### src/verilog/fads_consts.svh
`ifndef FADS_CONSTS_SVH
`define FADS_CONSTS_SVH

// sizes
`define FADS_CHNL          6
`define FADS_DWT           14
`define FADS_MEM           32
`define FADS_ADDR_W        3
`define FADS_US_TICKS      125
`define FADS_CLASS_W       16

// bus map, low 20 address bits only
`define FADS_ADDR_DEC      20
`define FADS_A_SORT_DELAY  20'h00024
`define FADS_A_SORT_DUR    20'h00028
`define FADS_A_REC_ID      20'h00200
`define FADS_A_REC_INT     20'h00204
`define FADS_A_REC_WIDTH   20'h00208
`define FADS_A_REC_CLASS   20'h0020C
`define FADS_A_REC_TIME    20'h00210
`define FADS_A_ENABLED     20'h00300
`define FADS_A_SENSE       20'h00304
`define FADS_A_ADC         20'h00308
// six banks: min/low/high intensity, then min/low/high width
`define FADS_A_THR_BASE    20'h01000
`define FADS_A_THR_STRIDE  20'h00020
`define FADS_THR_BANKS     6

// reset values
`define FADS_DEF_INT_MIN   (-14'sd250)
`define FADS_DEF_INT_LOW   (-14'sd240)
`define FADS_DEF_INT_HIGH  (14'sd500)
`define FADS_DEF_WID_MIN   32'd1
`define FADS_DEF_WID_LOW   32'd4
`define FADS_DEF_WID_HIGH  32'd1000
`define FADS_DEF_ENABLED   6'h0F
`define FADS_DEF_SENSE     3'd0
`define FADS_DEF_DELAY     32'd31250
`define FADS_DEF_DUR       32'd125000

`endif

### src/verilog/fads_sort_pulse.sv
`include "fads_consts.svh"

module fads_sort_pulse (
    input  logic                  adc_clk_i,
    input  logic                  fads_reset,
    input  logic                  req_i,
    input  logic [`FADS_MEM-1:0]  delay_i,
    input  logic [`FADS_MEM-1:0]  dur_i,
    output logic                  trig_o,
    output logic                  busy_o
);

    typedef enum logic [1:0] {
        PH_IDLE,
        PH_DELAY,
        PH_FIRE
    } phase_t;

    phase_t               phase;
    logic [`FADS_MEM-1:0] cnt;

    // cnt holds cycles left in the current phase
    always_ff @(posedge adc_clk_i) begin
        if (fads_reset) begin
            phase <= PH_IDLE;
            cnt   <= '0;
        end else begin
            case (phase)
                PH_IDLE: begin
                    if (req_i && (delay_i != '0)) begin
                        phase <= PH_DELAY;
                        cnt   <= delay_i;
                    end else if (req_i && (dur_i != '0)) begin
                        // zero delay fires straight away
                        phase <= PH_FIRE;
                        cnt   <= dur_i;
                    end
                end
                PH_DELAY: begin
                    if (cnt > `FADS_MEM'(1)) begin
                        cnt <= cnt - `FADS_MEM'(1);
                    end else if (dur_i != '0) begin
                        phase <= PH_FIRE;
                        cnt   <= dur_i;
                    end else begin
                        phase <= PH_IDLE;
                    end
                end
                default: begin
                    if (cnt > `FADS_MEM'(1)) begin
                        cnt <= cnt - `FADS_MEM'(1);
                    end else begin
                        phase <= PH_IDLE;
                    end
                end
            endcase
        end
    end

    assign trig_o = (phase == PH_FIRE);

    // request counts too, acquisition must not restart under it
    assign busy_o = req_i || (phase != PH_IDLE);

endmodule

### config.mk
export PLATFORM = sky130hd
export DESIGN_NAME = fads_sort_pulse
export DESIGN_NICKNAME = d
export VERILOG_FILES = /design/src/verilog/fads_sort_pulse.sv
export VERILOG_INCLUDE_DIRS = /design/src /design/src/verilog
export SDC_FILE = /design/constraint.sdc
export NUM_CORES = 1
export LEC_CHECK = 0
export ABC_AREA = 1
export BUFFER_PORTS_ARGS = -buffer_cell sky130_fd_sc_hd__buf_2
export CAP_MARGIN = 20
export CORE_MARGIN = 5
export CORE_UTILIZATION = 54
export CTS_CLUSTER_DIAMETER = 30
export DETAILED_ROUTE_END_ITERATION = 6
export GPL_TIMING_DRIVEN = 0
export HOLD_SLACK_MARGIN = 0.06
export PLACE_DENSITY_LB_ADDON = 0.08
export SYNTH_ARGS = -nofsm -noshare
export SYNTH_HDL_FRONTEND = slang
export SYNTH_SLANG_ARGS = --single-unit
### constraint.sdc
create_clock -name adc_clk_i -period 2.2 [get_ports adc_clk_i]
set_clock_uncertainty 0.15 [all_clocks]
set_input_delay 0.66 -clock adc_clk_i [delete_from_list [all_inputs] [get_ports adc_clk_i]]
set_output_delay 0.66 -clock adc_clk_i [all_outputs]
set_load 0.05 [all_outputs]
# Yosys cells after proc, flatten, opt, wreduce, memory -nomap -nowiden

Cells that the tools add are included.
Widths: inputs -> output; s select.

Input bits: 67
Memories kept: 0
Bits in read-only memories: 0
Logic and storage cells: 32
Memory bits (writable): 0
Bits in latches: 0
Register bits: 34

Reductions and logical operators: 10
Shifts and indexed selects: 0
Mux-type cells: 12
Div/mod/pow operators: 0
Magnitude comparators: 1
Bitwise operators: 0
Add/sub/neg operators: 1
Equal/unequal tests: 6
$mul: 0

Operators with widths:

| cell                  | number |
|---|---|
| $mux 32               | 5 |
| $pmux 32 s2           | 1 |
| $reduce_bool 32->1    | 2 |
| $gt 32x1->1 const B   | 1 |
| $sub 32x1->32 const B | 1 |
| $mux 2                | 5 |
| $ne 3x3->1 const B    | 2 |
| $reduce_and 3->1      | 2 |
| $pmux 2 s2            | 1 |
| $reduce_bool 3->1     | 1 |
| $eq 2x1->1 const B    | 1 |
| $eq 2x2->1 const B    | 1 |
| $logic_and 1x1->1     | 2 |
| $logic_not 2->1       | 1 |
| $ne 2x1->1 const B    | 1 |
| $ne 2x2->1 const B    | 1 |
| $reduce_bool 2->1     | 1 |
| $logic_or 1x1->1      | 1 |

# Longest topological paths before layout

Depth in word-level cells: 5
Depth in mapped cells: 15
Gate-level depth less buffers: 14

# Least setup slack after synthesis

Ideal clock, no wire load.

Path kind: input to register
Start point: input delay_i[31]
End point: register cnt[7]
Slack: 0.095 ns
Path buffers: 1
Setup time: 0.115 ns
Required time: 1.935 ns
Data arrival time: 1.840 ns
Cell stages on the path: 11
Cell sequence: nor2_1 > nand2_1 > nor2_1 > nand2_1 > o21ai_1 > nand3_1 > nand2_2 > inv_2 > buf_2 > o21ai_1 > nor2_1

Word-level cells in the longest chain between the ends: 4
Elaborated cells between the ends (all ways): 6
Those cells by class: 1 x eq/ne; 2 x mux; 3 x reduce/logical

RTL lines:

| what                                                             | RTL line              | source |
|---|---|---|
| start: declaration                                               | fads_sort_pulse.sv:7  | `` input logic [`FADS_MEM-1:0] delay_i, `` |
| $reduce_bool 32->1 (*)                                           | fads_sort_pulse.sv:30 | `if (req_i && (delay_i != '0)) begin` |
| $logic_and 1x1->1 (*)                                            | fads_sort_pulse.sv:30 |  |
| $ne 3x3->1 (no line) / $mux 32 (equally long branches)           | n/a                   |  |
| $reduce_and 3->1 (no line) / $pmux 32 s2 (equally long branches) | n/a                   |  |
| end signal: assignment                                           | fads_sort_pulse.sv:32 | `cnt <= delay_i;` |
| end signal: assignment                                           | fads_sort_pulse.sv:36 | `cnt <= dur_i;` |
| end signal: assignment                                           | fads_sort_pulse.sv:41 | `` cnt <= cnt - `FADS_MEM'(1); `` |
| end: declaration                                                 | fads_sort_pulse.sv:20 | `` logic [`FADS_MEM-1:0] cnt; `` |

Every way passes the cells marked *; elsewhere a longest branch is shown, timed or not.
A chain may end at the register's enable or synchronous reset.

# Final worst setup path

Start point: register phase[1]
End point: output busy_o

Word-level cells in the longest chain between the ends: 2

RTL lines:

| what                     | RTL line              | source |
|---|---|---|
| start: declaration       | fads_sort_pulse.sv:19 | `phase_t phase;` |
| start signal: assignment | fads_sort_pulse.sv:25 | `phase <= PH_IDLE;` |
| start signal: assignment | fads_sort_pulse.sv:31 | `phase <= PH_DELAY;` |
| start signal: assignment | fads_sort_pulse.sv:35 | `phase <= PH_FIRE;` |
| $reduce_bool 2->1        | fads_sort_pulse.sv:63 | `assign busy_o = req_i \|\| (phase != PH_IDLE);` |
| $logic_or 1x1->1         | fads_sort_pulse.sv:63 |  |
| end: declaration         | fads_sort_pulse.sv:10 | `output logic busy_o` |

Every way passes these cells.

==> metrics.md <==
| Metric | Value |
|---|---|
| Outcome | `completed` |
| WP data arrival | `1360 ps` |
| RSZ-0062 raised after global routing | `true` |
| Die height | `84.1 µm` |
| Worst setup path class | `reg2out` |
| Core ar. | `5410 µm²` |
| Worst Setup End Kind | `output pin` |
| R2R setup slack | `90 ps` |
| Clock transition at the registers of the reported paths | `about 70 ps` |
| Vias post-DR | `3545` |
| VDD IR-drop max | `0.000393 V` |
| Ranking of synthesized cells by area | `dfxtp_1, nand2_1, nor2_1` |
| Final min period | `2170 ps` |
| Syn Nets | `605` |
| Worst setup margin | `28.8 ps` |
| Max Freq | `between 0.4 and 0.5 GHz` |
| Number of CTS-inserted buffers | `5` |
| Drt initial violations | `between 200 and 250` |
| Critical Path Source | `phase[1]` |
| Detailed-route wire length | `9.64 mm` |
| Post-synth cell types | `29` |
| Final ANT Viol Nets | `0` |
| Initial antenna violation count | `0` |
| Fin. Hold Viols | `0` |
| Synth Instances | `536` |
| Syn. warnings | `0` |
| Die X | `between 80 and 90 µm` |
| Worst hold path type | `reg2reg` |
| Cells on worst reg2reg path | `14` |
| Crit path max fanout | `3` |
| Worst-margin pin slew | `476 ps` |
| Area growth syn-to-layout | `23.7%` |
| Sequential cell area | `681 µm²` |
| # IOs | `69` |
| Hold path depth | `2` |
| DP Worst Slack | `-517 ps` |
| Yosys reg bits | `34` |
| Die area | `7070 µm²` |
| Fin crit share | `between 90 and 100%` |
| Footprint of the multi-input gates | `2190 µm²` |
| Dpl cell area | `3390 µm²` |
| Starting Density | `about 55%` |
| Mapped cell area | `roughly 3000 µm²` |
| Clk root buf | `clkbuf_8` |
| Deepest clock path buffer count | `2` |
| CTS tree | `done` |
| GP Congestion | `0.927` |
| Crit path launch type | `register` |
| Final net count | `686` |
| Setup TNS | `0 ps` |
| Average wire per standard cell | `14.0 µm` |
| Yosys top cell by area | `dfxtp_1` |
| Port Buffers | `68` |
| Final-layout fill cell count | `547` |
| Hold endpoint | `cnt[1]` |
| Syn_area_per_cell | `5.53 µm²` |
| Max_cap viols | `0` |
| Overflow after GRT | `0` |
| Diode count | `0` |
| Hold Buf Count CTS | `0` |
| # H-tree levels | `2` |
| Detail Placement HPWL | `~7.7 mm` |
| Drt pass-1 iters | `5` |
| Slew headroom | `68.2%` |
| Ratio of cells with drive above 1 in the final layout | `between 20% and 30%` |
| Largest net degree at the start of global routing | `11` |
| Remaining routing DRC violations | `0` |
| First-pass GRT wire length | `15.6 mm` |
| Worst skew pair latency | `290 ps` |
| Via/cell ratio | `5.14` |
| Final setup fails | `0` |
| Sink Count | `34` |
| GRT Resource Usage Total | `27.3%` |
| Vias in the first global route | `between 3000 and 4000` |
| Non-Filler Cell Area, Final | `3660 µm²` |
| PD cells | `830 nW/µm²` |
| Final max-slew violation count | `0` |
| Rows | `27` |
| Sequential-to-total area share from yosys stat | `a little under a quarter` |
| Worst r2r dst | `cnt[26]` |
| Min-delay src | `cnt[1]` |
| Worst EP required | `between 1000 and 1500 ps` |
| Reg2reg start | `cnt[0]` |
| Pleak | `1.86 nW` |
| Share of the synthesized area in the top cell type | `23.0%` |
[kinds of logic after synthesis]
family          share of synthesized area (%)
compound gates                           11.7
xor+xnor                                 7.69
fa+ha+maj                               0.844
buf+inv                                  6.46
flops                                    23.0
simple gates                             50.3
[repair_timing]
action                     CTS  global route
buffers inserted             2             4
pin swaps                    3             6
gates resized for setup     11            44
setup endpoints to repair   32            31
[cell usage after synthesis, drive strengths merged]
master	n
a21oi	4
inv	24
ha	2
nor3b	1
nand3	18
o211ai	1
nor4	1
clkbuf	8
nand4	8
nor3	1
o21ai	63
and2	1
nand2	176
xor2	19
buf	10
dfxtp	34
nor2	157
xnor2	7
or2	1
[placed cells by master, fill, tap and decap left out, drive strengths merged]
| cell | synthesis | routed |
|---|---|---|
| nand2 | 176 | 176 |
| nor2 | 157 | 157 |
| buf | 10 | 86 |
| o21ai | 63 | 63 |
| dfxtp | 34 | 34 |
| inv | 24 | 24 |
| xor2 | 19 | 19 |
| nand3 | 18 | 18 |
| clkbuf | 8 | 13 |
| nand4 | 8 | 8 |
| xnor2 | 7 | 7 |
| a21oi | 4 | 4 |
| ha | 2 | 2 |
| or2 | 1 | 1 |
| nor3 | 1 | 1 |
| nor4 | 1 | 1 |
| o211ai | 1 | 1 |
| nor3b | 1 | 1 |
| and2 | 1 | 1 |
| clkinv | 0 | 1 |
[cell type report]
| class | instances | share of cell area [%] |
|---|---|---|
| Inverter | 24 | 2.46 |
| Sequential cell | 34 | 18.6 |
| Tap cell | 72 | 2.46 |
| Clock inverter | 1 | 0.137 |
| Clock buffer | 7 | 2.36 |
| Buffer | 18 | 3.65 |
| Timing Repair Buffer | 74 | 10.5 |
| Multi-Input combinational cell | 460 | 59.8 |
[metal layers]
metal | track usage [%] | vias up | part of all wire, %
met1 | 36.4 | 1588 | 47
li1 | - | 1846 | -
met2 | 45.0 | 97 | 47
met4 | 6.87 | 0 | 1.8
met5 | 0 | - | 0
met3 | 5.13 | 14 | 4.3
[through the flow]
stage | cells | power (mW) | hold WS [ps] | utilization [%]
after floorplan | 536 | 2.02 | 302 | -
after global placement | 676 | 2.38 | 327 | 62.8
after detailed placement | 676 | 2.40 | 324 | 62.8
after CTS | 686 | 2.92 | 332 | 65.5
after global routing | 690 | 3.30 | 352 | 67.8
final | 690 | 3.04 | 329 | 67.8
[power by group]
| part | switching (mW) | internal (mW) | leakage (nW) |
|---|---|---|---|
| clock network | 0.230 | 0.253 | 0.0482 |
| logic | 1.01 | 0.629 | 1.53 |
| registers | 0.175 | 0.749 | 0.282 |
[critical path: stages (launching register included)]
cell and delay, ps:
dfxtp_1 360, nor2_4 140, inv_1 90, or2_2 280
buf_2 210
[sequential cells by signal (all words and copies together) (netlist names)]
name   count
cnt       32
phase      2
[how the worst max path moves through the flow]
| stage | to | slack [ps] |
|---|---|---|
| after floorplan | cnt[7] | 100 |
| after global placement | cnt[3] | -550 |
| after detailed placement | cnt[14] | -520 |
| after CTS | cnt[2] | 20 |
| after global routing | cnt[21] | -4 |
| final | busy_o | 30 |
No activity file was read; power rests on OpenSTA's default activity.
