$ cat src/verilog/fads_consts.svh
`ifndef FADS_CONSTS_SVH
`define FADS_CONSTS_SVH

// sizes
`define FADS_CHNL          6
`define FADS_DWT           14
`define FADS_MEM           32
`define FADS_ADDR_W        3
`define FADS_US_TICKS      125
`define FADS_CLASS_W       16

// bus map, low 20 address bits only
`define FADS_ADDR_DEC      20
`define FADS_A_SORT_DELAY  20'h00024
`define FADS_A_SORT_DUR    20'h00028
`define FADS_A_REC_ID      20'h00200
`define FADS_A_REC_INT     20'h00204
`define FADS_A_REC_WIDTH   20'h00208
`define FADS_A_REC_CLASS   20'h0020C
`define FADS_A_REC_TIME    20'h00210
`define FADS_A_ENABLED     20'h00300
`define FADS_A_SENSE       20'h00304
`define FADS_A_ADC         20'h00308
// six banks: min/low/high intensity, then min/low/high width
`define FADS_A_THR_BASE    20'h01000
`define FADS_A_THR_STRIDE  20'h00020
`define FADS_THR_BANKS     6

// reset values
`define FADS_DEF_INT_MIN   (-14'sd250)
`define FADS_DEF_INT_LOW   (-14'sd240)
`define FADS_DEF_INT_HIGH  (14'sd500)
`define FADS_DEF_WID_MIN   32'd1
`define FADS_DEF_WID_LOW   32'd4
`define FADS_DEF_WID_HIGH  32'd1000
`define FADS_DEF_ENABLED   6'h0F
`define FADS_DEF_SENSE     3'd0
`define FADS_DEF_DELAY     32'd31250
`define FADS_DEF_DUR       32'd125000

`endif

$ cat src/verilog/fads_pkg.sv
`include "fads_consts.svh"

package fads_pkg;

    // one bit per detector channel
    typedef logic [`FADS_CHNL-1:0] chan_mask_t;

    // thresholds of a single channel
    typedef struct packed {
        logic signed [`FADS_DWT-1:0] int_min;
        logic signed [`FADS_DWT-1:0] int_low;
        logic signed [`FADS_DWT-1:0] int_high;
        logic [`FADS_MEM-1:0]        wid_min;
        logic [`FADS_MEM-1:0]        wid_low;
        logic [`FADS_MEM-1:0]        wid_high;
    } chan_thr_t;

    typedef chan_thr_t [`FADS_CHNL-1:0] thr_bank_t;

    // peak and width of one channel over a droplet
    typedef struct packed {
        logic signed [`FADS_DWT-1:0] peak;
        logic [`FADS_MEM-1:0]        width;
    } chan_meas_t;

    typedef chan_meas_t [`FADS_CHNL-1:0] meas_bank_t;

    // record of the last classified droplet
    typedef struct packed {
        logic [`FADS_MEM-1:0]     id;
        logic [`FADS_MEM-1:0]     peak;
        logic [`FADS_MEM-1:0]     width;
        logic [`FADS_CLASS_W-1:0] cls;
        logic [`FADS_MEM-1:0]     time_us;
    } droplet_rec_t;

    // one bus request
    typedef struct packed {
        logic [`FADS_MEM-1:0] addr;
        logic [`FADS_MEM-1:0] wdata;
        logic                 wen;
        logic                 ren;
    } sys_req_t;

endpackage

$ cat src/verilog/fads_regs.sv
`include "fads_consts.svh"

module fads_regs (
    input  logic                         adc_clk_i,
    input  logic                         fads_reset,
    input  fads_pkg::sys_req_t           req_i,
    input  fads_pkg::droplet_rec_t       rec_i,
    input  logic signed [`FADS_DWT-1:0]  adc_i,
    output fads_pkg::thr_bank_t          thr_o,
    output fads_pkg::chan_mask_t         enabled_o,
    output logic [`FADS_ADDR_W-1:0]      sense_addr_o,
    output logic [`FADS_MEM-1:0]         sort_delay_o,
    output logic [`FADS_MEM-1:0]         sort_dur_o,
    output logic [`FADS_MEM-1:0]         rdata_o,
    output logic                         ack_o
);

    localparam int PAD = `FADS_MEM - `FADS_DWT;

    logic [`FADS_ADDR_DEC-1:0] addr;
    logic [`FADS_ADDR_DEC-1:0] thr_off;
    logic [`FADS_ADDR_W-1:0]   thr_bank;
    logic [`FADS_ADDR_W-1:0]   thr_slot;
    logic                      thr_hit;
    logic [`FADS_MEM-1:0]      thr_word;
    logic [`FADS_MEM-1:0]      rd_next;

    assign addr = req_i.addr[`FADS_ADDR_DEC-1:0];

    // offset into the threshold area picks bank and channel
    assign thr_off  = addr - `FADS_A_THR_BASE;
    assign thr_bank = `FADS_ADDR_W'(thr_off / `FADS_A_THR_STRIDE);
    assign thr_slot = `FADS_ADDR_W'((thr_off % `FADS_A_THR_STRIDE) >> 2);
    // word aligned, inside the six banks, slot is a real channel
    assign thr_hit  = (addr >= `FADS_A_THR_BASE)
                   && (thr_off < `FADS_THR_BANKS * `FADS_A_THR_STRIDE)
                   && (thr_off[1:0] == 2'b00)
                   && (thr_slot < `FADS_CHNL);

    always_ff @(posedge adc_clk_i) begin
        if (fads_reset) begin
            for (int c = 0; c < `FADS_CHNL; c++) begin
                thr_o[c].int_min  <= `FADS_DEF_INT_MIN;
                thr_o[c].int_low  <= `FADS_DEF_INT_LOW;
                thr_o[c].int_high <= `FADS_DEF_INT_HIGH;
                thr_o[c].wid_min  <= `FADS_DEF_WID_MIN;
                thr_o[c].wid_low  <= `FADS_DEF_WID_LOW;
                thr_o[c].wid_high <= `FADS_DEF_WID_HIGH;
            end
            enabled_o    <= `FADS_DEF_ENABLED;
            sense_addr_o <= `FADS_DEF_SENSE;
            sort_delay_o <= `FADS_DEF_DELAY;
            sort_dur_o   <= `FADS_DEF_DUR;
        end else if (req_i.wen) begin
            case (addr)
                `FADS_A_SORT_DELAY: sort_delay_o <= req_i.wdata;
                `FADS_A_SORT_DUR:   sort_dur_o   <= req_i.wdata;
                `FADS_A_ENABLED:    enabled_o    <= req_i.wdata[`FADS_CHNL-1:0];
                `FADS_A_SENSE:      sense_addr_o <= req_i.wdata[`FADS_ADDR_W-1:0];
                default: begin
                    // intensity banks keep only the adc width
                    if (thr_hit) begin
                        case (thr_bank)
                            0: thr_o[thr_slot].int_min  <= req_i.wdata[`FADS_DWT-1:0];
                            1: thr_o[thr_slot].int_low  <= req_i.wdata[`FADS_DWT-1:0];
                            2: thr_o[thr_slot].int_high <= req_i.wdata[`FADS_DWT-1:0];
                            3: thr_o[thr_slot].wid_min  <= req_i.wdata;
                            4: thr_o[thr_slot].wid_low  <= req_i.wdata;
                            default: thr_o[thr_slot].wid_high <= req_i.wdata;
                        endcase
                    end
                end
            endcase
        end
    end

    // threshold readback, zero extended
    always_comb begin
        case (thr_bank)
            0: thr_word = {{PAD{1'b0}}, thr_o[thr_slot].int_min};
            1: thr_word = {{PAD{1'b0}}, thr_o[thr_slot].int_low};
            2: thr_word = {{PAD{1'b0}}, thr_o[thr_slot].int_high};
            3: thr_word = thr_o[thr_slot].wid_min;
            4: thr_word = thr_o[thr_slot].wid_low;
            default: thr_word = thr_o[thr_slot].wid_high;
        endcase
    end

    always_comb begin
        rd_next = '0;
        case (addr)
            `FADS_A_SORT_DELAY: rd_next = sort_delay_o;
            `FADS_A_SORT_DUR:   rd_next = sort_dur_o;
            `FADS_A_REC_ID:     rd_next = rec_i.id;
            `FADS_A_REC_INT:    rd_next = rec_i.peak;
            `FADS_A_REC_WIDTH:  rd_next = rec_i.width;
            `FADS_A_REC_CLASS:  rd_next = `FADS_MEM'(rec_i.cls);
            `FADS_A_REC_TIME:   rd_next = rec_i.time_us;
            `FADS_A_ENABLED:    rd_next = `FADS_MEM'(enabled_o);
            `FADS_A_SENSE:      rd_next = `FADS_MEM'(sense_addr_o);
            // live sample, raw bits
            `FADS_A_ADC:        rd_next = {{PAD{1'b0}}, adc_i};
            default: begin
                if (thr_hit) begin
                    rd_next = thr_word;
                end
            end
        endcase
    end

    // every request acked one cycle later, unmapped ones too
    always_ff @(posedge adc_clk_i) begin
        if (fads_reset) begin
            ack_o <= 1'b0;
        end else begin
            ack_o <= req_i.wen | req_i.ren;
        end
    end

    always_ff @(posedge adc_clk_i) begin
        if (req_i.wen | req_i.ren) begin
            rdata_o <= rd_next;
        end
    end

endmodule

$ cat config.mk
export PLATFORM = sky130hd
export DESIGN_NAME = fads_regs
export DESIGN_NICKNAME = d
export VERILOG_FILES = /design/src/verilog/fads_pkg.sv /design/src/verilog/fads_regs.sv
export VERILOG_INCLUDE_DIRS = /design/src /design/src/verilog
export SDC_FILE = /design/constraint.sdc
export NUM_CORES = 2
export LEC_CHECK = 0
export BUFFER_PORTS_ARGS = -buffer_cell sky130_fd_sc_hd__buf_2
export CORE_AREA = 3 3 445 447
export CTS_BUF_LIST = sky130_fd_sc_hd__clkbuf_4 sky130_fd_sc_hd__clkbuf_8
export DETAILED_ROUTE_END_ITERATION = 10
export DIE_AREA = 0 0 448 450
export SETUP_SLACK_MARGIN = 0.02
export SLEW_MARGIN = 20
export SYNTH_ARGS = -nofsm -noshare
export SYNTH_HDL_FRONTEND = slang
export SYNTH_SLANG_ARGS = --single-unit
export TNS_END_PERCENT = 5
$ cat constraint.sdc
create_clock -name adc_clk_i -period 6.3 [get_ports adc_clk_i]
set_input_delay 1.575 -clock adc_clk_i [delete_from_list [all_inputs] [get_ports adc_clk_i]]
set_output_delay 1.575 -clock adc_clk_i [all_outputs]
set_load 0.01 [all_outputs]
* After elaboration in Yosys (flattened, before gate mapping)
Index checks and enable logic that the tools add are counted.
** Word-level totals
- Flip-flop bits (word level) :: 934
- Word-level logic and storage cells :: 100
- Output and inout port bits :: 934
- Input port bits :: 226
** Cells by class
- Bitwise operators :: 2
- Reductions and logical operators :: 12
- Equal/unequal tests :: 14
- Mux-type cells :: 24
- Add/subtract/negate cells :: 1
- $lt $le $gt $ge :: 5
** Operators with widths (number)
- 828-bit bitwise mux :: 6
- 828-bit one-hot mux with 5 select lines :: 1
- 138-bit demux with 3-bit select :: 6
- 138-bit binary-select mux with 3-bit select :: 1
- 32-bit one-hot mux with 10 select lines :: 1
- 138-bit 2-to-1 mux :: 2
- 20-bit by 10-bit equality test with 1-bit output, second input constant :: 8
- 32-bit one-hot mux with 5 select lines :: 1
- 124-bit 2-to-1 mux :: 1
- 110-bit 2-to-1 mux :: 1
- 96-bit 2-to-1 mux :: 1
- 32-bit 2-to-1 mux :: 2
- 64-bit 2-to-1 mux :: 1
- 20-bit by 6-bit equality test with 1-bit output, second input constant :: 2
- 20-bit by 13-bit greater-or-equal comparator with 1-bit output, second input constant :: 1
- 20-bit by 8-bit < comparator with 1-bit output, second input constant :: 1
- 20-bit by 13-bit subtractor with 20-bit output, second input constant :: 1
- 2-bit AND reduction :: 4
- 3-bit by 2-bit equality test with 1-bit output, second input constant :: 2
- 1-bit logical AND :: 4
- 3-bit by 4-bit < comparator with 1-bit output, second input constant :: 1
- 4-bit OR reduction :: 1
- 3-bit by 1-bit equality test with 1-bit output, second input constant :: 1
- 3-bit equality test, second input constant :: 1
- 7 further kinds :: 7

* Longest topological paths before layout
- Depth after elaboration :: 7
- Gate-level depth with buffers :: 12
- Mapped depth without buffers :: 6

* Least setup slack after synthesis
OpenSTA, ideal clock, no wires.
- Path kind :: input-to-reg
- Start point :: input req_i[37] in the netlist's numbering
- End point :: register rdata_o[3], data pin
- Library setup time :: 0.279 ns
- Setup slack :: 2.517 ns
- Path buffers :: 4
- Data required time :: 6.021 ns
- Cell stages on the path :: 9
- Arrival :: 3.504 ns
- Cells stage by stage :: buf_2 -> buf_4 -> buf_2 -> buf_2 -> mux4_2 -> a21oi_1 -> nor2_1 -> o31ai_1 -> o2111ai_1
** On the way
- Cells in the longest elaborated chain, start to end :: 7
- Elaborated cells between the ends (all ways) :: 27
- Classes of those cells :: add/sub: 1; order compare: 3; eq/ne: 14; mux: 5; reduce/logical: 4
** Ends and longest elaborated chain
- from (decl) :: RTL line fads_regs.sv:6 : input fads_pkg::sys_req_t req_i,
- 20-bit by 13-bit subtractor with 20-bit output (no source line)
- 20-bit by 8-bit < comparator with 1-bit output (no source line)
- 1-bit logical AND (3 in series) :: RTL line fads_regs.sv:35 : assign thr_hit = (addr >= `FADS_A_THR_BASE)
- 32-bit 2-to-1 mux :: RTL line fads_regs.sv:104 : if (thr_hit) begin
- 32-bit one-hot mux with 10 select lines (*) :: RTL line fads_regs.sv:91 : case (addr)
- net rd_next[3] :: RTL line fads_regs.sv:26 : logic [`FADS_MEM-1:0] rd_next;
- to (signal assigned) :: RTL line fads_regs.sv:122 : rdata_o <= rd_next;
- to (decl) :: RTL line fads_regs.sv:14 : output logic [`FADS_MEM-1:0] rdata_o,
Mark *: on every way through the listed nets, which the timed path passes. The rest lies on a longest branch. The select of a mux whose other input is x is not followed.
A chain may end at the register's enable or synchronous reset.

==> flow_summary.ini <==
[die]
core_sq_um = 195000
die_h_um = 450
die_area_sq_um = 202000
die_w_um = 448
ioPinCount = 1160
initial_core_util_pct = 21.5
row_count = 162

[worst_setup_path]
required_ns = 7.08
slowest_delay_ns = 0.97
cpMostUsedCell = nor4_4
path_delay_family = simple AND/OR/NAND/NOR gates
path_class = input pin to flip-flop
crit_chain = buf_2 > nor4_4 > nand4_1 > nor4_4 > nand2_2 > a32oi_1 > nor2_1
critical_path.max_fanout = 32
cp-start-kind = input pin
crit_path_end_kind = flip-flop
crit_start = req_i[35]
critPathSlowestCell = nor4_4
arrival_ns = 5.24
path_buf_inv = 1

[clock_tree]
clk_pin_slew_ns = 0.06
hold_buffers = 0
cts_tree = yes
clock_latency_ns = 1.02
clock-sinks = 934
cts_buffers = 179
cts_root_buffer = clkbuf_8
h-tree-depth = 4
cts_buffer_depth = 3
cts_resized = 0
postCtsSetupRepairBufs = 0

[drt]
drt_iter0_drc = 6154
post_drt_wl_per_cell_um = 34.0
wl_um = 297000
num_vias = 46100
firstDrtPassIters = 7
drc = 0
postRouteAntennaNets = 0
viasPerCell = 5.27

[power]
swShare_pct = 27.5
ir_drop_mv = 0.167
p_int_mw = 9.92
pwr-share-clk_pct = 50.2
leakage_nw = 21.9
p_total_mw = 13.7
p_per_area_nw_per_um2 = 254
combinationalPowerShare_pct = 6.3
switchingPower_mw = 3.77
p_seq_share_pct = 43.5

[global_route]
grt_overflow_total = 0
track_usage_pct = 28.1
grt_pass1_wl_um = 387000
antenna_found_initial = 37
grt_pass1_vias = 41700
grt_start_max_net_pins = 168

[timing]
period_share_pct = 70.7
slew_headroom_pct = 18.5
report.final.hold_viol_count = 0
finalClockSkew_ns = 0.0907
rsz0062_at_grt = no
fmax_ghz = 0.224
worst_pin_slew_ns = 1.19
drv_slew = 0
tns_ns = 0
period_needed_ns = 4.46
setup_viol = 0

[logic_synthesis]
netlist-cell-type-count = 66
synth_warnings = 0
async_reset_ff_share_pct = 0
synth_common_cells = 1715 x nand2_1, 902 x dfxtp_1, 722 x a21oi_1
synth.cell_area_sq_um = 41900
synth_top_area_share_pct = 43.1
yosysTopAreaCell = dfxtp_1
synthTopCellsByArea = dfxtp_1 43%, nand2_1 15%, a21oi_1 8.6%
ys_ff_latch = 934
synth_sequential_area_ratio_pct = 45.4
synth_top_flop_cell = dfxtp_1
netlist_instances = 5098
syn_nets = 5324
synth_most_common_cell = nand2_1
avgSynthCellArea_sq_um = 8.22
synth-edff-count = 32

[worst_hold_path]
hp-class = flip-flop to flip-flop

[run]
max_cap_violations = 0

[finish]
drive_gt1_share_pct = 28.8
num-nets-final = 6261
areaGrowthSynthToFinish_pct = 28.5
postLayoutCoreUtil_pct = 27.7

[placed_design]
port-buffer-count = 1147
place_congestion = 1.01
dpl.hpwl_um = 225000

[outcome]
outcome = complete, no violations
-- final timing paths --
check	endpoint	slack (ns)	cells past startpoint
worst max-delay path	flip-flop	1.84	7
worst min register to register	flip-flop	0.46	2
worst min-delay path	flip-flop	0.46	2
worst max register to register	rdata_o[6]	3.04	6
-- worst register-to-register path: stages, from the launching register on --
cell	delay, ns
dfxtp_1	0.35
mux2i_1	0.62
o22ai_1	0.16
o21ai_0	0.68
nand4_1	0.20
o21ai_0	0.75
o211ai_1	0.21
-- through the flow --
stage / hold slack, ns / area (sq um) / setup slack, ns / cells
6_report: 0.462 / 53900 / 1.84 / 8737
5_1_grt: 0.478 / 53800 / 1.83 / 8731
4_1_cts: 0.462 / 53800 / 1.93 / 8717
3_5_place_dp: 0.455 / 49800 / 0.891 / 8396
3_3_place_gp: 0.448 / 49800 / 0.905 / 8395
2_1_floorplan: 0.485 / 41900 / 2.52 / 5098
-- power groups by stage --
stage          clock network, mW  logic [mW]  registers (mW)
6_report                    6.88       0.858            5.95
5_1_grt                     7.24       0.869            5.95
4_1_cts                     6.97       0.843            5.95
3_5_place_dp                   0       0.841            6.08
3_3_place_gp                   0       0.835            6.08
2_1_floorplan                  0       0.402            6.09
-- cell type report --
| class | instances | area, sq um |
|---|---|---|
| Antenna cell | 20 | 50.0 |
| Clock buffer | 266 | 3370 |
| Clock inverter | 55 | 651 |
| Fill cell | 21100 | 141000 |
| Inverter | 1 | 5.00 |
| Multi-Input combinational cell | 3654 | 20800 |
| Sequential cell | 934 | 19000 |
| Tap cell | 2542 | 3180 |
| Timing Repair Buffer | 1265 | 6770 |
-- layer usage --
layer / vias to the layer above / GRT usage, % / part of all wire (%)
met2: 3205 / 42.1 / 43
met4: 8 / 16.9 / 7.3
li1: 19400 / - / -
met5: - / 0.192 / 0.031
met3: 691 / 9.23 / 11
met1: 22700 / 34.8 / 39
-- logic make-up after synthesis --
logic type             share of synthesized area [%]
DFF                                             45.4
muxes                                           10.5
AOI/OAI and AO/OA                               15.7
buffers and inverters                           5.63
and+or+nand+nor                                 22.8
-- placed cells by master, fill, tap and decap left out, types with 7 or more instances in the layout --
master / count
nand2_1: 1711
buf_2: 1142
dfxtp_1: 902
a21oi_1: 720
mux2i_1: 219
clkbuf_8: 219
nand3b_1: 175
nor2_1: 159
buf_4: 111
mux4_2: 96
a22oi_1: 86
o21ai_0: 70
o22ai_1: 48
clkbuf_4: 47
a221o_1: 32
edfxtp_1: 32
nand3_1: 30
clkinv_2: 29
a221oi_1: 26
diode_2: 20
nand4_1: 20
a22o_1: 20
o221ai_1: 18
nor3_4: 17
and3_1: 14
or3_2: 12
o311ai_1: 11
a21oi_2: 11
nor2b_1: 10
a211o_1: 10
buf_12: 9
a222oi_1: 8
o21bai_1: 8
and2_1: 7
a41o_1: 7
bufinv_16: 7
(Power assumes the default switching activity.)
