===== config.mk =====
export PLATFORM = sky130hd
export DESIGN_NAME = fads_evaluate
export DESIGN_NICKNAME = d
export VERILOG_FILES = /design/src/verilog/fads_pkg.sv /design/src/verilog/fads_evaluate.sv
export VERILOG_INCLUDE_DIRS = /design/src /design/src/verilog
export SDC_FILE = /design/constraint.sdc
export NUM_CORES = 2
export LEC_CHECK = 0
export BUFFER_PORTS_ARGS = -buffer_cell sky130_fd_sc_hd__buf_2
export CAP_MARGIN = 20
export CORE_AREA = 5 5 488 490
export CTS_BUF_LIST = sky130_fd_sc_hd__clkbuf_8
export DETAILED_ROUTE_END_ITERATION = 10
export DIE_AREA = 0 0 493 495
export HOLD_SLACK_MARGIN = 0.06
export PLACE_DENSITY = 0.34
export SYNTH_ARGS = -nofsm -noshare
export SYNTH_HDL_FRONTEND = slang
export SYNTH_SLANG_ARGS = --single-unit

===== constraint.sdc =====
create_clock -name adc_clk_i -period 4.2 [get_ports adc_clk_i]
set_input_delay 0.63 -clock adc_clk_i [delete_from_list [all_inputs] [get_ports adc_clk_i]]
set_output_delay 0.63 -clock adc_clk_i [all_outputs]
set_load 0.01 [all_outputs]

===== src/verilog/fads_consts.svh =====
`ifndef FADS_CONSTS_SVH
`define FADS_CONSTS_SVH

// sizes
`define FADS_CHNL          6
`define FADS_DWT           14
`define FADS_MEM           32
`define FADS_ADDR_W        3
`define FADS_US_TICKS      125
`define FADS_CLASS_W       16

// bus map, low 20 address bits only
`define FADS_ADDR_DEC      20
`define FADS_A_SORT_DELAY  20'h00024
`define FADS_A_SORT_DUR    20'h00028
`define FADS_A_REC_ID      20'h00200
`define FADS_A_REC_INT     20'h00204
`define FADS_A_REC_WIDTH   20'h00208
`define FADS_A_REC_CLASS   20'h0020C
`define FADS_A_REC_TIME    20'h00210
`define FADS_A_ENABLED     20'h00300
`define FADS_A_SENSE       20'h00304
`define FADS_A_ADC         20'h00308
// six banks: min/low/high intensity, then min/low/high width
`define FADS_A_THR_BASE    20'h01000
`define FADS_A_THR_STRIDE  20'h00020
`define FADS_THR_BANKS     6

// reset values
`define FADS_DEF_INT_MIN   (-14'sd250)
`define FADS_DEF_INT_LOW   (-14'sd240)
`define FADS_DEF_INT_HIGH  (14'sd500)
`define FADS_DEF_WID_MIN   32'd1
`define FADS_DEF_WID_LOW   32'd4
`define FADS_DEF_WID_HIGH  32'd1000
`define FADS_DEF_ENABLED   6'h0F
`define FADS_DEF_SENSE     3'd0
`define FADS_DEF_DELAY     32'd31250
`define FADS_DEF_DUR       32'd125000

`endif


===== src/verilog/fads_pkg.sv =====
`include "fads_consts.svh"

package fads_pkg;

    // one bit per detector channel
    typedef logic [`FADS_CHNL-1:0] chan_mask_t;

    // thresholds of a single channel
    typedef struct packed {
        logic signed [`FADS_DWT-1:0] int_min;
        logic signed [`FADS_DWT-1:0] int_low;
        logic signed [`FADS_DWT-1:0] int_high;
        logic [`FADS_MEM-1:0]        wid_min;
        logic [`FADS_MEM-1:0]        wid_low;
        logic [`FADS_MEM-1:0]        wid_high;
    } chan_thr_t;

    typedef chan_thr_t [`FADS_CHNL-1:0] thr_bank_t;

    // peak and width of one channel over a droplet
    typedef struct packed {
        logic signed [`FADS_DWT-1:0] peak;
        logic [`FADS_MEM-1:0]        width;
    } chan_meas_t;

    typedef chan_meas_t [`FADS_CHNL-1:0] meas_bank_t;

    // record of the last classified droplet
    typedef struct packed {
        logic [`FADS_MEM-1:0]     id;
        logic [`FADS_MEM-1:0]     peak;
        logic [`FADS_MEM-1:0]     width;
        logic [`FADS_CLASS_W-1:0] cls;
        logic [`FADS_MEM-1:0]     time_us;
    } droplet_rec_t;

    // one bus request
    typedef struct packed {
        logic [`FADS_MEM-1:0] addr;
        logic [`FADS_MEM-1:0] wdata;
        logic                 wen;
        logic                 ren;
    } sys_req_t;

endpackage


===== src/verilog/fads_evaluate.sv =====
`include "fads_consts.svh"

module fads_evaluate (
    input  logic                     adc_clk_i,
    input  logic                     fads_reset,
    input  fads_pkg::meas_bank_t     meas_i,
    input  fads_pkg::chan_mask_t     measured_i,
    input  logic                     done_i,
    input  fads_pkg::thr_bank_t      thr_i,
    input  logic [`FADS_ADDR_W-1:0]  sense_addr_i,
    output fads_pkg::droplet_rec_t   rec_o,
    output logic                     sort_req_o
);

    localparam int PRE_W = $clog2(`FADS_US_TICKS);

    fads_pkg::chan_mask_t int_low, int_pos, int_high;
    fads_pkg::chan_mask_t wid_low, wid_pos, wid_high;
    logic [`FADS_CLASS_W-1:0] cls;
    logic                     positive;
    logic                     negative;
    logic [PRE_W-1:0]         us_pre;
    logic [`FADS_MEM-1:0]     us_cnt;

    // band flags per channel
    always_comb begin
        for (int c = 0; c < `FADS_CHNL; c++) begin
            int_low[c]  = (meas_i[c].peak >= thr_i[c].int_min)
                       && (meas_i[c].peak < thr_i[c].int_low);
            int_pos[c]  = (meas_i[c].peak >= thr_i[c].int_low)
                       && (meas_i[c].peak < thr_i[c].int_high);
            int_high[c] = meas_i[c].peak >= thr_i[c].int_high;
            // every width band needs the min width
            wid_low[c]  = (meas_i[c].width >= thr_i[c].wid_min)
                       && (meas_i[c].width < thr_i[c].wid_low);
            wid_pos[c]  = (meas_i[c].width >= thr_i[c].wid_min)
                       && (meas_i[c].width >= thr_i[c].wid_low)
                       && (meas_i[c].width < thr_i[c].wid_high);
            wid_high[c] = (meas_i[c].width >= thr_i[c].wid_min)
                       && (meas_i[c].width >= thr_i[c].wid_high);
        end
    end

    // reductions skip channels not measured
    always_comb begin
        cls     = '0;
        cls[0]  = |(int_low & measured_i);
        cls[1]  = &(int_pos | ~measured_i);
        cls[2]  = |(int_high & measured_i);
        cls[3]  = |(wid_low & measured_i);
        cls[4]  = &(wid_pos | ~measured_i);
        cls[5]  = |(wid_high & measured_i);
        positive = cls[1] && cls[4];
        cls[15] = positive;
        negative = |((int_low | int_pos | int_high) & measured_i)
                && |((wid_low | wid_pos | wid_high) & measured_i)
                && !positive;
    end

    // free running microsecond time base
    always_ff @(posedge adc_clk_i) begin
        if (fads_reset) begin
            us_pre <= '0;
            us_cnt <= '0;
        end else if (us_pre == PRE_W'(`FADS_US_TICKS - 1)) begin
            us_pre <= '0;
            us_cnt <= us_cnt + `FADS_MEM'(1);
        end else begin
            us_pre <= us_pre + PRE_W'(1);
        end
    end

    // unclassified droplets leave the record alone
    always_ff @(posedge adc_clk_i) begin
        if (fads_reset) begin
            rec_o      <= '0;
            sort_req_o <= 1'b0;
        end else begin
            sort_req_o <= done_i && positive;
            if (done_i && (positive || negative)) begin
                rec_o.id      <= rec_o.id + `FADS_MEM'(1);
                // peak sign extended to bus width
                rec_o.peak    <= `FADS_MEM'(meas_i[sense_addr_i].peak);
                rec_o.width   <= meas_i[sense_addr_i].width;
                rec_o.cls     <= cls;
                rec_o.time_us <= us_cnt;
            end
        end
    end

endmodule


# Yosys cells after proc, flatten, opt, wreduce, memory -nomap -nowiden
# Index checks and enable logic that the tools add are counted.
[totals]
ff_bits = 157
in_bits = 1116
out_inout_bits = 145
word_cells = 140
[op_classes]
addsub = 3
n_lt_le_gt_ge = 61
eq_ne = 1
mux = 2
bitwise = 13
reduce_logical = 52
[ops]
columns = ["cell", "n"]
rows = [
  ["32-bit greater-or-equal comparator", 18],
  ["32-bit less-than comparator", 12],
  ["14-bit greater-or-equal comparator", 18],
  ["14-bit less-than comparator", 12],
  ["46-bit binary-select mux with 3-bit select", 1],
  ["32-bit by 1-bit adder with 32-bit output (second input constant)", 2],
  ["46-bit 2-to-1 mux", 1],
  ["1-bit logical AND", 41],
  ["6-bit bitwise AND", 6],
  ["6-bit bitwise OR", 6],
  ["6-bit OR reduction", 6],
  ["6-bit AND reduction", 2],
  ["7-bit by 1-bit adder with 7-bit output (second input constant)", 1],
  ["7-bit equality test (second input constant)", 1],
  ["6-bit inverter", 1],
  ["3-bit by 4-bit less-than comparator with 1-bit output (second input constant)", 1],
  ["2-bit OR reduction", 1],
  ["1-bit logical NOT", 1],
  ["1-bit logical OR", 1],
]

# Depth between registers and ports, before layout
[depth]
depth_word = 11
mapped_depth = 15
mapped_depth_nobuf = 12

# Least setup slack after synthesis
# OpenSTA, ideal clock, no wires.
[synth_path]
path_type = "input port to flip-flop"
from = "input port thr_i[389] (netlist bit)"
to = "register rec_o[137] (netlist bit)"
setup_ns = 0.123
t_arrival_ns = 3.569
required_ns = 4.077
setup_slack_ns = 0.508
cell_stages = 13
n_path_buf = 1
path_cell_list = "inv_1 > ha_1 > a21o_1 > a21o_1 > a221o_1 > a2111oi_4 > mux2i_1 > a221oi_2 > and4_1 > a31o_1 > buf_4 > a2111oi_2 > mux2_1"
[synth_via]
elab_chain_cells = 10
elab_cells_between_ends = 16
cone_classes = "order compare (2); bitwise (4); reduce/logical (10)"
[synth_rtl]
columns = ["item", "line", "source"]
rows = [
  ["start, declared", "fads_evaluate.sv:9", "input fads_pkg::thr_bank_t thr_i,"],
  ["14-bit less-than comparator or 14-bit greater-or-equal comparator (tied branches)", "fads_evaluate.sv:29, fads_evaluate.sv:30", ""],
  ["1-bit logical AND, on equally long branches", "fads_evaluate.sv:29, fads_evaluate.sv:31", ""],
  ["6-bit bitwise OR (2 in a row)", "fads_evaluate.sv:55", "negative = |((int_low | int_pos | int_high) & measured_i)"],
  ["6-bit bitwise AND", "fads_evaluate.sv:55", ""],
  ["6-bit OR reduction", "fads_evaluate.sv:55", ""],
  ["1-bit logical AND", "fads_evaluate.sv:56", "&& |((wid_low | wid_pos | wid_high) & measured_i)"],
  ["1-bit logical AND", "fads_evaluate.sv:57", "&& !positive;"],
  ["1-bit logical OR *", "fads_evaluate.sv:80", "if (done_i && (positive || negative)) begin"],
  ["1-bit logical AND *", "fads_evaluate.sv:80", ""],
  ["end, declared", "fads_evaluate.sv:11", "output fads_pkg::droplet_rec_t rec_o,"],
]
# Mark *: on every way between the ends. The rest lies on a longest branch, timed or not.
# A chain may end at the register's enable or synchronous reset.

# Worst setup path in the final report
[layout_path]
from = "input port meas_i[193] (netlist bit)"
to = "register rec_o[119] (netlist bit)"
[layout_via]
elab_chain_cells = 11
elab_cells_between_ends = 21
cone_classes = "order compare (5); bitwise (4); reduce/logical (12)"
[layout_rtl]
columns = ["item", "line", "source"]
rows = [
  ["start, declared", "fads_evaluate.sv:6", "input fads_pkg::meas_bank_t meas_i,"],
  ["32-bit greater-or-equal comparator, on equally long branches", "-", ""],
  ["1-bit logical AND", "fads_evaluate.sv:37", "&& (meas_i[c].width >= thr_i[c].wid_low)"],
  ["1-bit logical AND", "fads_evaluate.sv:38", "&& (meas_i[c].width < thr_i[c].wid_high);"],
  ["6-bit bitwise OR (2 in a row)", "fads_evaluate.sv:56", ""],
  ["6-bit bitwise AND", "fads_evaluate.sv:56", ""],
  ["6-bit OR reduction", "fads_evaluate.sv:56", ""],
  ["1-bit logical AND", "fads_evaluate.sv:56", ""],
  ["1-bit logical AND", "fads_evaluate.sv:57", ""],
  ["1-bit logical OR *", "fads_evaluate.sv:80", ""],
  ["1-bit logical AND *", "fads_evaluate.sv:80", ""],
]
# Marked as above.

==> out/results.txt <==
Status: finished, final reports clean
Count of mapped cells out of synthesis: 4,075
Worst R2R Start: rec_o[115]$_SDFFE_PP0P_
Area of the die: 0.244 sq mm
Number of buffers created by CTS: 17
Accumulated negative setup slack: 0 ns
Class of the most critical setup path: primary input to flip-flop
CTS tree: yes
Flip-flop cell with the highest count after synthesis: sky130_fd_sc_hd__dfxtp_1
DPL Wire Length: 229 mm
Power Dens Cells: 166 mW/mm^2
Maximum ir drop on the vdd rail: 0.276 mV
Number of max-capacitance violations reported: 0
Clk buf depth: 2
Setup crit end kind: flip-flop
Combinational share of power: 0.619
Yosys warnings: 0
Layout cell share with drive strength beyond 1: 0.328
Startpoint of the worst setup timing path: meas_i[193]
Internal power: 3850 uW
Number of endpoints with negative hold slack in the final report: 0
Top library cells by usage in the layout, fill and taps aside: sky130_fd_sc_hd__buf_2 (1,249), sky130_fd_sc_hd__inv_1 (893), sky130_fd_sc_hd__ha_1 (832), sky130_fd_sc_hd__buf_4 (442), sky130_fd_sc_hd__a21oi_1 (403)
Starting DRT DRC Count: 2,132
Average wire per standard cell: 28.2 um
Switching share of total power: 0.478
RSZ-0062 raised after global routing: no
Sink count of the clock tree: 157
Maximum clock skew at final layout: 0.0181 ns
Final-stage net count: 7,645
Portion of total power attributed to sequential cells: 0.218
Worst-path fanout max: 12
DR vias: 37,100
Mapped cell area: 0.0306 sq mm
Leakage power figure: 0.0244 uW
Path class of the lowest-slack min-delay path: flip-flop to flip-flop
Initial core utilization: 0.131
Register clock-pin slew on the reported worst setup and hold paths: 0.11 ns
Clock network fraction of design power: 0.163
Total Wirelength: 248 mm
Initial antenna violation count: 207
Highest achievable clock rate: 243 MHz
Number of unique standard cell types used by synthesis: 90
Critical path data arrival time: 4.57 ns
Post-route fraction of the period consumed by the critical path: 0.978
Area Overhead vs Synth: 45.2%
Remaining number of nets flagged by the antenna check after routing: 0
Wire length of the first global-routing pass: 324 mm
Fill cell count: 26,800
Number of storage elements in the synthesis netlist: 157
Total I/O pin count: 1,261
Sequential cell area fraction in the yosys report: 0.103
Via count of the first global-routing pass: 37,500
Port Buffers: 1,251
Count of buffers added by post-CTS timing repair for setup: 0
Final worst slack: 0.0910 ns
First-pass iteration count of the detailed router: 7
Count of flip-flops with a built-in enable after synthesis: 0
Overall Global Routing Usage: 0.194
Slew at the pin with the worst max-slew slack: 0.994 ns
Start point of the worst min-delay path: rec_o[17]$_SDFFE_PP0P_
Number of levels in the clock H-tree: 4
Vias per cell: 4.21
Worst-case setup slack after placement: -0.809 ns
P_sw: 3520 uW
Die Wd: 493 um
Core Rows: 178
Routability Congestion: 0.932
Final Critical Period: 4.11 ns
CP required: 4.66 ns
Final number of setup-violating endpoints: 0
Commonest non-fill, non-tap cell in the layout: sky130_fd_sc_hd__buf_2
Max-slew violation count: 0
Die outline height: 495 um
Drt drc: 0
Overall power consumption: 7370 uW
Worst Setup Start Kind: primary input
Final instance area: 0.0444 sq mm
FFs w/ async S/R, synth: 0
Clock latency on the worst-skew pair: 0.57 ns
Post-placement cell area: 0.0439 sq mm
Root Driver: sky130_fd_sc_hd__clkbuf_8
Synth Area per Inst: 7.51 sq um
Global-route congestion overflow total: 0
Maximum number of pins on one net before global-route repair: 93
Core Region: 0.234 sq mm
Tightest slew margin relative to the limit: 0.329
-- timing repair --
| action | in CTS | in global routing |
|---|---|---|
| hold buffers | 0 | 0 |
| endpoints found under the setup margin | 115 | 107 |
| gates resized for setup | 1 | 6 |
-- synth_stat cells, types with 7 or more instances --
cell type | n | area [sq um]
sky130_fd_sc_hd__or4_1 | 10 | 75.1
sky130_fd_sc_hd__or3_1 | 11 | 68.8
sky130_fd_sc_hd__nor2_1 | 155 | 582
sky130_fd_sc_hd__a31oi_1 | 16 | 100
sky130_fd_sc_hd__nor4_1 | 28 | 175
sky130_fd_sc_hd__mux4_2 | 46 | 1040
sky130_fd_sc_hd__xor2_1 | 16 | 140
sky130_fd_sc_hd__buf_1 | 14 | 52.6
sky130_fd_sc_hd__o31ai_1 | 15 | 113
sky130_fd_sc_hd__nor2b_1 | 57 | 357
sky130_fd_sc_hd__buf_4 | 37 | 278
sky130_fd_sc_hd__dfxtp_1 | 157 | 3140
sky130_fd_sc_hd__o211ai_1 | 32 | 240
sky130_fd_sc_hd__mux2_2 | 9 | 101
sky130_fd_sc_hd__a211o_1 | 7 | 61.3
sky130_fd_sc_hd__o22ai_1 | 47 | 294
sky130_fd_sc_hd__and4_1 | 29 | 254
sky130_fd_sc_hd__nor3_2 | 27 | 270
sky130_fd_sc_hd__a2111oi_0 | 8 | 70.1
sky130_fd_sc_hd__a21o_1 | 72 | 541
sky130_fd_sc_hd__o21ai_0 | 166 | 831
sky130_fd_sc_hd__nor3_1 | 103 | 515
sky130_fd_sc_hd__nand2_1 | 222 | 833
sky130_fd_sc_hd__a211oi_1 | 38 | 285
sky130_fd_sc_hd__a21boi_0 | 7 | 52.6
sky130_fd_sc_hd__nand4_1 | 125 | 782
sky130_fd_sc_hd__ha_1 | 832 | 10400
sky130_fd_sc_hd__mux2_1 | 22 | 248
sky130_fd_sc_hd__clkbuf_1 | 53 | 199
sky130_fd_sc_hd__xnor2_1 | 14 | 123
sky130_fd_sc_hd__and2_1 | 10 | 62.6
sky130_fd_sc_hd__a221oi_1 | 14 | 123
sky130_fd_sc_hd__buf_2 | 11 | 55.1
sky130_fd_sc_hd__inv_1 | 893 | 3350
sky130_fd_sc_hd__mux2i_1 | 50 | 500
sky130_fd_sc_hd__nand3_1 | 121 | 606
sky130_fd_sc_hd__a21oi_1 | 404 | 2020
sky130_fd_sc_hd__o21a_1 | 20 | 150
sky130_fd_sc_hd__and3_1 | 23 | 144
sky130_fd_sc_hd__nand2b_1 | 34 | 213
-- kinds of logic (layout without fill, tap and decap cells) --
family                   count (synthesis)  count (layout)  synth area share
multiplexers                           127             127            0.0616
XOR/XNOR                                30              30           0.00858
other                                    1              53          0.000123
AND/OR/NAND/NOR                        979             979             0.168
flip-flops                             157             157             0.103
AO/OA/AOI/OAI                          932             932             0.187
buffers and inverters                 1017            2643             0.132
adder cells (fa/ha/maj)                832             832             0.340
-- cell type report --
type / count / area [sq um] / share of cell area
diodes: 44 / 110 / 0.00248
well taps: 3060 / 3830 / 0.0862
inverters: 893 / 3350 / 0.0754
flip-flops and latches: 157 / 3140 / 0.0707
clock buffers: 17 / 234 / 0.00527
clock inverters: 14 / 125 / 0.00282
repair buffers: 1719 / 10100 / 0.228
multi-input cells: 2909 / 23500 / 0.529
-- power by group through the flow --
stage          clock network, uW  registers, uW  logic, uW
2_1_floorplan                  0           1660       1950
3_3_place_gp                   0           1640       4590
3_5_place_dp                   0           1640       4620
4_1_cts                     1290           1610       4650
5_1_grt                     1330           1620       5040
6_report                    1200           1610       4560
-- metal layers --
metal  vias to the layer above  wire, um  GRT usage
met1                     17600    111000      0.252
met2                      1404    116000      0.331
li1                      17600         -          -
met4                       140      5450     0.0380
met3                       335     15600     0.0423
met5                         -       883          0
-- registers in the layout (all words and copies together), names as in the netlist --
| name | count |
|---|---|
| rec_o | 117 |
| sort_req_o | 1 |
| us_pre | 7 |
| us_cnt | 32 |
-- final timing paths --
| path | to | slack (ns) | cells past startpoint |
|---|---|---|---|
| hold / removal | rec_o[17]$_SDFFE_PP0P_ | 0.47 | 2 |
| hold reg to reg | rec_o[17]$_SDFFE_PP0P_ | 0.47 | 2 |
| setup reg to reg | rec_o[139]$_SDFFE_PP0P_ | 1.10 | 9 |
| setup / recovery | rec_o[119]$_SDFFE_PP0P_ | 0.09 | 14 |
-- worst max-delay path, stage by stage --
cell	delay [ns]
sky130_fd_sc_hd__buf_2	0.18
sky130_fd_sc_hd__ha_1	0.32
sky130_fd_sc_hd__nand4_1	0.12
sky130_fd_sc_hd__or4_1	0.54
sky130_fd_sc_hd__a311oi_1	0.63
sky130_fd_sc_hd__buf_4	0.28
sky130_fd_sc_hd__nor2_1	0.07
sky130_fd_sc_hd__a22o_1	0.18
sky130_fd_sc_hd__nor3_1	0.53
sky130_fd_sc_hd__nand4_4	0.16
sky130_fd_sc_hd__buf_12	0.19
sky130_fd_sc_hd__buf_4	0.19
sky130_fd_sc_hd__a21oi_1	0.18
sky130_fd_sc_hd__mux2_1	0.34
-- stage by stage --
step	hold slack (ns)	std cells	utilization
floorplan	0.442	4083	-
global placement	0.452	8738	0.188
detailed placement	0.458	8738	0.188
CTS	0.465	8769	0.190
global route	0.500	8789	0.190
finish	0.470	8813	0.190
(Power assumes the default switching activity.)
